[config.mk]
export PLATFORM = sky130hd
export DESIGN_NAME = pi_bus_top
export DESIGN_NICKNAME = d
export VERILOG_FILES = /design/src/design/pi_bus_pkg.sv /design/src/design/pi_map_pkg.sv /design/src/design/pi_host_port.sv /design/src/design/pi_bus_cont.sv /design/src/design/pi_mem_slave.sv /design/src/design/pi_bus_top.sv
export SDC_FILE = /design/constraint.sdc
export NUM_CORES = 1
export LEC_CHECK = 0
export BUFFER_PORTS_ARGS = -buffer_cell sky130_fd_sc_hd__buf_2
export CORE_MARGIN = 5
export CORE_UTILIZATION = 53
export DETAILED_ROUTE_END_ITERATION = 6
export GPL_ROUTABILITY_DRIVEN = 0
export GPL_TIMING_DRIVEN = 0
export PLACE_DENSITY_LB_ADDON = 0.08
export SETUP_SLACK_MARGIN = 0.2
export SYNTH_ARGS = -nofsm -noshare
export SYNTH_HDL_FRONTEND = slang
export SYNTH_HIERARCHICAL = 1
export SYNTH_SLANG_ARGS = --single-unit
[constraint.sdc]
create_clock -name clk -period 7.45 [get_ports clk]
set_clock_uncertainty 0.05 [all_clocks]
set_input_delay 0.3725 -clock clk [delete_from_list [all_inputs] [get_ports clk]]
set_output_delay 0.3725 -clock clk [all_outputs]
set_load 0.005 [all_outputs]
[src/design/pi_bus_pkg.sv]
`default_nettype none

package pi_bus_pkg;

   localparam int data_w     = 32;
   localparam int tout_limit = 63;   // cycles in cs_data before abandoning
   localparam int tout_cnt_w = 6;

   typedef enum logic [3:0] {
      opc_nop  = 4'd0,               // no transfer on the bus
      opc_word = 4'd1                // single word transfer
   } opc_t;

   typedef enum logic [2:0] {
      ack_none = 3'd0,
      ack_rdy  = 3'd1,
      ack_wat  = 3'd2,               // slave inserts a wait state
      ack_err  = 3'd3
   } ack_t;

   typedef enum logic [1:0] {
      st_ok   = 2'd0,
      st_err  = 2'd1,
      st_tout = 2'd2                 // nobody answered
   } status_t;

   typedef enum logic [2:0] {
      cs_idle = 3'd0,
      cs_req  = 3'd1,
      cs_addr = 3'd2,
      cs_data = 3'd3
   } cont_state_t;

endpackage

`default_nettype wire

[src/design/pi_map_pkg.sv]
`default_nettype none

package pi_map_pkg;

   localparam int sel_w     = 2;
   localparam int off_w     = 28;
   localparam int addr_w    = sel_w + off_w;   // 30 bit word address
   localparam int mem_depth = 16;
   localparam int mem_idx_w = 4;

   localparam logic [sel_w-1:0] mem_sel_pattern = 2'b11;

   typedef struct packed {
      logic [sel_w-1:0] sel_field;   // slave select, top bits
      logic [off_w-1:0] offset;      // word offset inside the slave
   } pi_addr_fld_t;

   // same address word, seen as select plus offset or as one raw index
   typedef union packed {
      pi_addr_fld_t      fld;
      logic [addr_w-1:0] raw;
   } pi_addr_u;

endpackage

`default_nettype wire

[src/design/pi_host_port.sv]
`timescale 1ns/1ps
`default_nettype none

module pi_host_port
(
   input  wire                               clk,
   input  wire                               rst_n,
   input  wire                               cmd_req,
   input  wire                               cmd_read,
   input  wire                               cmd_lock,
   input  wire pi_map_pkg::pi_addr_u         cmd_addr,
   input  wire [pi_bus_pkg::data_w-1:0]      cmd_wdata,
   input  wire                               bus_gnt,
   input  wire pi_bus_pkg::ack_t             bus_ack,
   input  wire [pi_bus_pkg::data_w-1:0]      bus_rdata,
   input  wire                               bus_tout,
   output logic                              cmd_ack,
   output logic [pi_bus_pkg::data_w-1:0]     rsp_rdata,
   output pi_bus_pkg::status_t               rsp_status,
   output logic                              bus_req,
   output pi_bus_pkg::opc_t                  bus_opc,
   output pi_map_pkg::pi_addr_u              bus_a,
   output logic                              bus_read,
   output logic                              bus_lock,
   output logic [pi_bus_pkg::data_w-1:0]     bus_wdata
);
   import pi_bus_pkg::*;

   typedef enum logic [2:0] {
      ps_idle,
      ps_wait_gnt,
      ps_xfer,
      ps_resp,
      ps_release
   } port_state_t;

   port_state_t state;
   logic        owned;                // bus kept under lock from last transfer
   logic        xfer_end;

   assign bus_opc  = (state == ps_xfer) ? opc_word : opc_nop;
   assign xfer_end = (state == ps_xfer) &&
                     (bus_tout || (bus_ack == ack_rdy) || (bus_ack == ack_err));

   always_ff @(posedge clk)
   begin
      if (!rst_n)
      begin
         state    <= ps_idle;
         bus_req  <= 1'b0;
         cmd_ack  <= 1'b0;
         owned    <= 1'b0;
         bus_lock <= 1'b0;
      end
      else
      begin
         case (state)
            ps_idle:
               if (cmd_req)
               begin
                  bus_lock <= cmd_lock;
                  if (owned)
                     state <= ps_xfer;       // controller still waits in cs_addr
                  else
                  begin
                     bus_req <= 1'b1;
                     state   <= ps_wait_gnt;
                  end
               end
            ps_wait_gnt:
               if (bus_gnt)
               begin
                  bus_req <= 1'b0;
                  state   <= ps_xfer;
               end
            ps_xfer:
               if (xfer_end)
               begin
                  cmd_ack <= 1'b1;
                  owned   <= bus_lock && !bus_tout;   // timeout drops ownership
                  state   <= ps_resp;
               end
            ps_resp:
               if (!cmd_req)
               begin
                  cmd_ack <= 1'b0;
                  state   <= ps_release;
               end
            ps_release:
               state <= ps_idle;             // guard cycle before next command
            default:
               state <= ps_idle;
         endcase
      end
   end

   always_ff @(posedge clk)
   begin
      if ((state == ps_idle) && cmd_req)
      begin
         bus_read  <= cmd_read;
         bus_a     <= cmd_addr;
         bus_wdata <= cmd_wdata;
      end
      if (xfer_end)
      begin
         if (bus_tout)
            rsp_status <= st_tout;
         else if (bus_ack == ack_err)
            rsp_status <= st_err;
         else
            rsp_status <= st_ok;
         rsp_rdata <= (bus_read && !bus_tout && (bus_ack == ack_rdy)) ? bus_rdata : '0;
      end
   end

endmodule

`default_nettype wire

[src/design/pi_bus_cont.sv]
`timescale 1ns/1ps
`default_nettype none

module pi_bus_cont
(
   input  wire                        clk,
   input  wire                        rst_n,
   input  wire                        bus_req,
   input  wire pi_bus_pkg::opc_t      bus_opc,
   input  wire pi_map_pkg::pi_addr_u  bus_a,
   input  wire                        bus_lock,
   input  wire pi_bus_pkg::ack_t      bus_ack,
   output logic                       bus_gnt,
   output logic                       bus_sel,
   output logic                       bus_tout
);
   import pi_bus_pkg::*;
   import pi_map_pkg::*;

   cont_state_t           state;
   cont_state_t           end_state;   // where a finished transfer goes
   logic [tout_cnt_w-1:0] tout_cnt;
   logic                  sel_hit;
   logic                  slave_done;

   assign sel_hit    = (bus_opc != opc_nop) && (bus_a.fld.sel_field == mem_sel_pattern);
   assign bus_sel    = ((state == cs_addr) || (state == cs_data)) && sel_hit;
   assign slave_done = (bus_ack == ack_rdy) || (bus_ack == ack_err);

   // lock keeps the bus, otherwise a pending request is granted at once
   always_comb
   begin
      if (bus_lock)
         end_state = cs_addr;
      else if (bus_req)
         end_state = cs_req;
      else
         end_state = cs_idle;
   end

   always_ff @(posedge clk)
   begin
      if (!rst_n)
      begin
         state    <= cs_idle;
         bus_gnt  <= 1'b0;
         bus_tout <= 1'b0;
         tout_cnt <= '0;
      end
      else
      begin
         bus_gnt  <= 1'b0;                   // both are single cycle pulses
         bus_tout <= 1'b0;
         case (state)
            cs_idle:
            begin
               tout_cnt <= '0;
               if (bus_req)
               begin
                  bus_gnt <= 1'b1;
                  state   <= cs_req;
               end
            end
            cs_req:
               state <= cs_addr;             // master drives the address next
            cs_addr:
            begin
               tout_cnt <= '0;
               if ((bus_opc == opc_nop) || slave_done)
               begin
                  bus_gnt <= (end_state == cs_req);
                  state   <= end_state;
               end
               else
                  state <= cs_data;
            end
            cs_data:
            begin
               if (slave_done)
               begin
                  tout_cnt <= '0;
                  bus_gnt  <= (end_state == cs_req);
                  state    <= end_state;
               end
               else if (tout_cnt == tout_cnt_w'(tout_limit - 1))
               begin
                  // no slave answer, give the bus up
                  tout_cnt <= '0;
                  bus_tout <= 1'b1;
                  state    <= cs_idle;
               end
               else
                  tout_cnt <= tout_cnt + 1'b1;
            end
            default:
               state <= cs_idle;
         endcase
      end
   end

endmodule

`default_nettype wire

[src/design/pi_mem_slave.sv]
`timescale 1ns/1ps
`default_nettype none

module pi_mem_slave
(
   input  wire                            clk,
   input  wire                            rst_n,
   input  wire                            bus_sel,
   input  wire                            bus_read,
   input  wire pi_map_pkg::pi_addr_u      bus_a,
   input  wire [pi_bus_pkg::data_w-1:0]   bus_wdata,
   output pi_bus_pkg::ack_t               bus_ack,
   output logic [pi_bus_pkg::data_w-1:0]  bus_rdata
);
   import pi_bus_pkg::*;
   import pi_map_pkg::*;

   logic [data_w-1:0]    mem [mem_depth];
   logic [mem_idx_w-1:0] mem_idx;
   logic                 range_err;
   logic                 wat_cnt;            // second wait state pending

   assign mem_idx   = bus_a.raw[mem_idx_w-1:0];
   assign range_err = |bus_a.raw[off_w-1:mem_idx_w];   // offset past mem_depth

   always_ff @(posedge clk)
   begin
      if (!rst_n)
      begin
         bus_ack <= ack_none;
         wat_cnt <= 1'b0;
         for (int i = 0; i < mem_depth; i++)
            mem[i] <= '0;
      end
      else if (!bus_sel)
      begin
         bus_ack <= ack_none;
         wat_cnt <= 1'b0;
      end
      else
      begin
         case (bus_ack)
            ack_none:
               if (range_err)
                  bus_ack <= ack_err;
               else if (bus_read)
               begin
                  bus_ack <= ack_wat;
                  wat_cnt <= 1'b0;
               end
               else
               begin
                  mem[mem_idx] <= bus_wdata;   // write completes at once
                  bus_ack      <= ack_rdy;
               end
            ack_wat:
               if (wat_cnt)
                  bus_ack <= ack_rdy;
               else
                  wat_cnt <= 1'b1;
            default:
               bus_ack <= ack_none;          // transfer ended, stay quiet
         endcase
      end
   end

   always_ff @(posedge clk)
   begin
      if (bus_sel && (bus_ack == ack_wat) && wat_cnt)
         bus_rdata <= mem[mem_idx];        // valid with ack_rdy
   end

endmodule

`default_nettype wire

[src/design/pi_bus_top.sv]
`timescale 1ns/1ps
`default_nettype none

module pi_bus_top
(
   input  wire                              clk,
   input  wire                              rst_n,
   input  wire                              cmd_req,
   input  wire                              cmd_read,
   input  wire                              cmd_lock,
   input  wire pi_map_pkg::pi_addr_u        cmd_addr,
   input  wire [pi_bus_pkg::data_w-1:0]     cmd_wdata,
   output logic                             cmd_ack,
   output logic [pi_bus_pkg::data_w-1:0]    rsp_rdata,
   output pi_bus_pkg::status_t              rsp_status
);
   import pi_bus_pkg::*;
   import pi_map_pkg::*;

   logic              bus_req;
   logic              bus_gnt;
   opc_t              bus_opc;
   pi_addr_u          bus_a;
   logic              bus_read;
   logic              bus_lock;
   logic [data_w-1:0] bus_wdata;
   logic              bus_sel;
   logic              bus_tout;
   ack_t              bus_ack;
   logic [data_w-1:0] bus_rdata;

   pi_host_port u_port
   (
      .clk        (clk),
      .rst_n      (rst_n),
      .cmd_req    (cmd_req),
      .cmd_read   (cmd_read),
      .cmd_lock   (cmd_lock),
      .cmd_addr   (cmd_addr),
      .cmd_wdata  (cmd_wdata),
      .bus_gnt    (bus_gnt),
      .bus_ack    (bus_ack),
      .bus_rdata  (bus_rdata),
      .bus_tout   (bus_tout),
      .cmd_ack    (cmd_ack),
      .rsp_rdata  (rsp_rdata),
      .rsp_status (rsp_status),
      .bus_req    (bus_req),
      .bus_opc    (bus_opc),
      .bus_a      (bus_a),
      .bus_read   (bus_read),
      .bus_lock   (bus_lock),
      .bus_wdata  (bus_wdata)
   );

   pi_bus_cont u_cont
   (
      .clk      (clk),
      .rst_n    (rst_n),
      .bus_req  (bus_req),
      .bus_opc  (bus_opc),
      .bus_a    (bus_a),
      .bus_lock (bus_lock),
      .bus_ack  (bus_ack),
      .bus_gnt  (bus_gnt),
      .bus_sel  (bus_sel),
      .bus_tout (bus_tout)
   );

   pi_mem_slave u_slave
   (
      .clk       (clk),
      .rst_n     (rst_n),
      .bus_sel   (bus_sel),
      .bus_read  (bus_read),
      .bus_a     (bus_a),
      .bus_wdata (bus_wdata),
      .bus_ack   (bus_ack),
      .bus_rdata (bus_rdata)
   );

endmodule

`default_nettype wire

==> flow_metrics.py, run 1 <==
metrics = {
    "yosys": {
        "synth_edf_count": 641,
        "syn_inst": 1869,
        "synth_top_flop_cell": "edfxtp_1",
        "yosys_warnings": 6,
        "yosysTopAreaCell": "edfxtp_1",
        "ys_ff_latch": 661,
        "syn_area_um2": 27500,
        "synth.top_cells.by_area": "edfxtp_1, mux4_2, nor2_1, nand2_1, a22oi_1",
        "synth_cell_types": 59,
        "synth_seq_area_share_pct": 71.4,
        "yosysMostFrequentCell": "edfxtp_1",
        "synth_common_cells": "edfxtp_1, nor2_1, nand2_1, mux4_2, buf_2",
        "async_flop_share_pct": 0,
        "synthDominantCellAreaShare_pct": 69.9,
        "avgSynthCellArea_um2": 14.7,
    },
    "outcome": {
        "outcome": "finished, final reports clean",
    },
    "clock_tree": {
        "h-tree-depth": 3,
        "cts_setup_buffers": 0,
        "cts_sinks": 661,
        "cts_tree": "yes",
        "clk_pin_slew_worst_paths_ps": 60,
        "cts_inserted_buffers": 71,
        "cts_max_path_buffers": 3,
        "cts.root.buffer_cell": "clkbuf_16",
        "postCtsResizedCells": 0,
        "cts_hold_repair.buffers": 65,
        "clk_latency_ps": 620,
    },
    "final_layout": {
        "n_antenna_cell": 0,
        "layout-drive-gt1-share_pct": 22.4,
        "areaGrowthSynthToFinish_pct": 19.7,
        "finalInstanceArea_um2": 33000,
        "final_nets": 2249,
        "n_fill_cell": 3882,
        "layoutNonFillerInstCount": 2915,
    },
    "timing": {
        "period_needed_ps": 4380,
        "max_slew.worst_pin.slew_ps": 1170,
        "drv_slew": 0,
        "maxSlewHeadroom_pct": 22.0,
        "fmax_mhz": 228,
        "hold_violations": 0,
        "timing.final.crit_share_pct": 58.8,
        "setup_viol": 0,
        "rsz0062_at_grt": "false",
    },
    "worst_setup_path": {
        "critPathArrivalTime_ps": 4650,
        "crit_fanout": 9,
        "path_class": "reg -> reg",
        "cp_slowest_cell": "o41ai_2",
        "start_kind": "flip-flop",
        "critical_path_required_ps": 7720,
        "max_stage_delay_ps": 910,
        "cp_num_buf_inv": 6,
        "cp-end-kind": "flip-flop",
        "cp_top_family": "simple AND/OR/NAND/NOR gates",
        "crit_top_cell": "buf_4",
        "path_cells": "buf_6 > or3b_4 > inv_1 > or4_4 > and4_2 > nand3b_1 > nor2_1 > nand3_2 > o41ai_2 > buf_4 > buf_4 > buf_4 > buf_4",
    },
    "routing": {
        "viasPerCell": 6.23,
        "vias": 18200,
        "ant_nets": 0,
        "dr.pass1.iters": 7,
        "drtIter0Drc": 2528,
        "drc_errors": 0,
        "wl_per_cell_um": 29.2,
        "routed_wl_um": 85200,
    },
    "placement": {
        "place_area_um2": 30100,
        "port_buffers": 101,
        "placedCellCount": 2722,
        "hpwl_um": 56800,
    },
    "floorplanning": {
        "placementRows": 83,
        "coreArea_um2": 51400,
        "dieWidth_um": 238,
        "initial_core_util_pct": 53.6,
        "fp.dieArea_um2": 56600,
        "die_y_um": 238,
        "pin_count": 102,
    },
    "pwr": {
        "ir_worst_vdd_uv": 210,
        "p_per_area_nw_per_um2": 272,
        "p_leak_nw": 11.0,
        "power_mw": 8.95,
    },
    "global_routing": {
        "grt_pass1_vias": 18300,
        "track_usage_pct": 30.1,
        "grt-ovfl-total": 0,
        "antenna_found_initial": 2,
        "grt_pass1_wl_um": 123000,
        "grt_max_degree": 24,
    },
    "worst_hold_path": {
        "hold_class": "in -> reg",
    },
    "run": {
        "drv_cap": 0,
    },
}
[sequential cells by signal (all words and copies together), names as in the netlist, 2 cells and up]
register	cells
u_cont/state	2
u_cont/tout_cnt	6
u_port/bus_a	30
u_port/bus_wdata	32
u_port/rsp_rdata	32
u_port/rsp_status	2
u_port/state	3
u_slave/bus_ack	2
u_slave/bus_rdata	32
u_slave/mem	512
[cells by family (layout without fill, tap and decap cells)]
group / count (synthesis) / after routing / share of synthesized area (%)
buf+inv: 141 / 505 / 2.36
simple gates: 820 / 820 / 12.5
mux: 130 / 130 / 10.5
flops: 661 / 661 / 71.4
other cells: 2 / 4 / 0.0273
xor+xnor: 5 / 5 / 0.159
fa+ha+maj: 2 / 2 / 0.0909
compound gates: 108 / 108 / 2.98
[report_power, final]
group          leakage, nW  internal, mW  switching, mW
Combinational         3.36         0.451          0.800
Sequential            6.59          4.27         0.0518
Clock                 1.08          1.96           1.42
[worst register-to-register path: cells and delay by family, from the launching register on]
family	cells	cell delay, ps
and+or+nand+nor	6	1690
buffers and inverters	6	1140
AOI/OAI and AO/OA	1	910
DFF	1	320
[metrics by stage]
step           worst slack [ps]  util (%)  hold WS (ps)  TNS, ps
4_1_cts                    3090      64.1          62.5        0
2_1_floorplan              1730         -           398        0
6_report                   3070      64.1           104        0
5_1_grt                    2900      64.1          94.9        0
3_5_place_dp               3120      58.5           425        0
3_3_place_gp              -2860      56.2           420  -806470
[worst paths after layout]
| path | from | to | slack, ps | depth (start not counted) |
|---|---|---|---|---|
| worst max-delay path | u_port/state[1]$_SDFFE_PN0P_ | u_slave/mem[1][18]$_SDFFCE_PN0P_ | 3070 | 13 |
| worst min-delay path | rst_n | u_port/state[1]$_SDFFE_PN0P_ | 100 | 2 |
| worst max register to register | u_port/state[1]$_SDFFE_PN0P_ | u_slave/mem[1][18]$_SDFFCE_PN0P_ | 3070 | 13 |
| worst min register to register | u_slave/wat_cnt$_SDFFE_PN0P_ | u_slave/bus_ack[0]$_SDFFE_PN0P_ | 440 | 2 |
[area by class of cell]
class / instances / area [um2] / area share, %
Buffer: 138 / 639 / 1.94
Clock buffer: 96 / 1980 / 6.00
Clock inverter: 32 / 234 / 0.710
Inverter: 3 / 11.3 / 0.0342
Multi-Input combinational cell: 1069 / 7460 / 22.6
Sequential cell: 661 / 19600 / 59.6
Tap cell: 680 / 851 / 2.58
Timing Repair Buffer: 236 / 2130 / 6.48
[routing by layer]
layer / vias up / track usage [%] / part of all wire [%]
met5: - / 0 / 0.025
met4: 4 / 8.97 / 3.4
met2: 1219 / 49.0 / 48
met1: 9247 / 41.4 / 37
li1: 7501 / - / -
met3: 197 / 6.92 / 11
[layout by cell type, fill, tap and decap left out, types with 6 or more instances in the layout]
cell type and count:
edfxtp_1 641, nor2_1 530, buf_2 174, nand2_1 168, mux4_2 128, clkbuf_16 76, clkbuf_1 73, dlygate4sd3_1 65
a22oi_1 64, nor2b_1 41, and2_1 36, buf_8 28, buf_4 27, dfxtp_1 20, clkinv_1 16, o31ai_4 12
clkinv_2 10, buf_6 10, buf_16 10, nand2b_1 8, nand4_1 6, buf_1 6
Power figures use the tool's default switching activity.
==> run 2: changes to the inputs <==
ABC_AREA = 1   (was unset)
clock period = 3.9 ns   (was 7.45 ns; I/O delays follow)
==> flow_metrics.py, run 2 <==
metrics = {
    "worst_setup_path": {
        "critPathArrivalTime_ps": 3770,
        "reg2reg_from": "u_port/state[0]$_SDFFE_PN0P_",
        "crit_fanout": 19,
        "rrSetupSlack_ps": 380,
        "critical_path_required_ps": 4150,
        "max_stage_delay_ps": 410,
        "start_kind": "flip-flop",
        "path_class": "reg -> reg",
        "path_cells": "inv_1 > nand3_2 > inv_1 > nor2_1 > nand2_1 > nand3_1 > nor2_1 > nand2_4 > nor3_4 > clkbuf_8 > nand4_4 > buf_6 > nand2_2 > buf_12",
        "cp_slowest_cell": "nand2_2",
        "r2r_cells": 14,
        "cp-end-kind": "flip-flop",
        "r2r-end": "u_slave/mem[11][8]$_SDFFCE_PN0P_",
    },
    "timing": {
        "fmax_mhz": 284,
        "whs_ps": 242,
        "period_needed_ps": 3520,
        "drv_slew": 0,
        "max_slew.worst_pin.slew_ps": 1150,
        "maxSlewHeadroom_pct": 23.6,
        "hold_violations": 0,
        "setup_ws_ps": 377,
        "rsz0062_at_grt": "false",
        "timing.final.crit_share_pct": 90.3,
        "setup_viol": 0,
        "setup_tns_ps": 0,
    },
    "routing": {
        "drtIter0Drc": 2203,
        "viasPerCell": 5.86,
        "wl_per_cell_um": 24.8,
        "routed_wl_um": 79200,
        "drc_errors": 5,
        "vias": 18700,
        "dr.pass1.iters": 7,
        "ant_nets": 0,
    },
    "run": {
        "drv_cap": 0,
    },
    "global_routing": {
        "track_usage_pct": 27.9,
        "grt-ovfl-total": 0,
        "antenna_found_initial": 0,
        "grt.met1_usage_pct": 37.0,
        "grt_max_degree": 50,
        "met2_usage_pct": 45.9,
        "grt.busiest_layer": "met2",
        "grt_pass1_wl_um": 116000,
        "grt_pass1_vias": 18300,
        "use_met3_pct": 6.57,
    },
    "yosys": {
        "synth.top_cells.by_area": "edfxtp_1, nor2_1, a22oi_1, nand2_1, clkbuf_1",
        "synth_top_flop_cell": "edfxtp_1",
        "yosysMostFrequentCell": "edfxtp_1",
        "syn_area_um2": 27200,
        "synth_common_cells": "edfxtp_1, nor2_1, nand2_1, a22oi_1, clkbuf_1",
        "avgSynthCellArea_um2": 12.4,
        "syn_inst": 2189,
        "synth_edf_count": 641,
        "yosys_warnings": 6,
        "yosysTopAreaCell": "edfxtp_1",
        "synthDominantCellAreaShare_pct": 70.9,
        "ys_ff_latch": 661,
        "synth_cell_types": 34,
        "synth_seq_area_share_pct": 72.4,
        "async_flop_share_pct": 0,
    },
    "worst_hold_path": {
        "min_from": "cmd_wdata[1]",
        "hold_depth": 2,
        "hold_path_end": "u_port/bus_wdata[1]$_DFFE_PP_",
        "hold_class": "in -> reg",
    },
    "pwr": {
        "pwr-share-clk_pct": 36.8,
        "combinationalPowerShare_pct": 15.5,
        "swShare_pct": 28.0,
        "p_per_area_nw_per_um2": 548,
        "power_frac_seq_pct": 47.7,
        "ir_worst_vdd_uv": 359,
        "p_sw_mw": 4.89,
        "power_mw": 17.5,
        "p_leak_nw": 12.6,
        "intPower_mw": 12.6,
    },
    "placement": {
        "dp_slack_ps": -63.3,
        "port_buffers": 101,
        "hpwl_um": 51100,
        "place_area_um2": 29000,
    },
    "clock_tree": {
        "cts_tree": "yes",
        "clk_pin_slew_worst_paths_ps": 60,
        "cts_inserted_buffers": 70,
        "cts_sinks": 661,
        "clk_latency_ps": 610,
        "cts.root.buffer_cell": "clkbuf_16",
        "cts_max_path_buffers": 3,
        "h-tree-depth": 3,
    },
    "floorplanning": {
        "fp.dieArea_um2": 55900,
        "coreArea_um2": 51000,
        "die_y_um": 236,
        "initial_core_util_pct": 53.3,
        "dieWidth_um": 236,
        "pin_count": 102,
        "placementRows": 83,
    },
    "final_layout": {
        "areaGrowthSynthToFinish_pct": 17.5,
        "layout_common_cells": "edfxtp_1, nor2_1, nand2_1",
        "n_antenna_cell": 0,
        "finalInstanceArea_um2": 31900,
        "final_common_cell": "edfxtp_1",
        "layout-drive-gt1-share_pct": 14.1,
        "final_nets": 2523,
        "largest_reg_flops": 512,
        "largest-register": "u_slave/mem",
    },
    "outcome": {
        "violations": "design-rule violations",
        "outcome": "complete, but fails checks",
    },
}
## run 2: per-stage QoR
stage | std cells | utilization, %
floorplan | 2191 | -
global placement | 2972 | 55.9
detailed placement | 2991 | 56.8
CTS | 3187 | 62.5
global route | 3189 | 62.6
finish | 3189 | 62.6
## run 2: power by group through the flow
stage / combinational [mW] / clock [mW] / sequential [mW]
floorplan: 1.52 / 0 / 8.47
global placement: 2.50 / 0 / 8.52
detailed placement: 2.60 / 0 / 8.50
CTS: 2.67 / 6.54 / 8.35
global route: 2.89 / 6.83 / 8.38
finish: 2.71 / 6.43 / 8.35
## run 2: worst max-delay path by stage
stage                                                   to  cells past startpoint                         start  slack (ps)
after floorplan            u_slave/mem[0][0]$_SDFFCE_PN0P_                     13  u_port/state[0]$_SDFFE_PN0P_         850
after global placement    u_slave/mem[15][6]$_SDFFCE_PN0P_                     12  u_port/state[0]$_SDFFE_PN0P_        -940
after detailed placement  u_slave/mem[14][6]$_SDFFCE_PN0P_                     13  u_port/state[0]$_SDFFE_PN0P_         -60
after CTS                 u_slave/mem[13][6]$_SDFFCE_PN0P_                     13  u_port/state[0]$_SDFFE_PN0P_         280
after global routing      u_slave/mem[14][6]$_SDFFCE_PN0P_                     13  u_port/state[0]$_SDFFE_PN0P_         200
final                     u_slave/mem[11][8]$_SDFFCE_PN0P_                     14  u_port/state[0]$_SDFFE_PN0P_         380
## run 2: kinds of logic (layout without fill, tap and decap cells)
logic type	count (synthesis)	after routing	synth area share, %
adder cells (fa/ha/maj)	2	2	0.0921
XOR/XNOR	3	3	0.0968
flip-flops	661	661	72.4
buffers and inverters	257	575	4.60
AND/OR/NAND/NOR	987	987	15.3
AO/OA/AOI/OAI	277	277	7.49
other	2	4	0.0277
## run 2: timing repair
item                                    CTS  global route
buffers inserted                          1             2
resized for setup                         4            10
hold endpoints to repair                 80             0
pin swaps                                 1             1
endpoints found under the setup margin  168           122
hold buffers                             68             0
## run 2: per-layer routing
metal	part of all wire [%]	vias up
met3	10	183
met4	3.8	0
met1	38	9238
met2	48	1010
li1	-	8250
met5	0	-
## run 2: layout make-up
cell class | count | area, um2
buffer | 160 | 888
clock buffer | 87 | 1870
clock inverter | 40 | 327
fill | 4011 | 19100
inverter | 97 | 367
multi-input combinational | 1273 | 6350
sequential | 661 | 19600
tap | 680 | 851
timing repair buffer | 191 | 1600
## run 2: worst max-delay path, delay by kind of cell (launching register included)
family                 cells  cell delay (ps)
buffers and inverters      5             1070
and+or+nand+nor            9             1680
DFF                        1              360
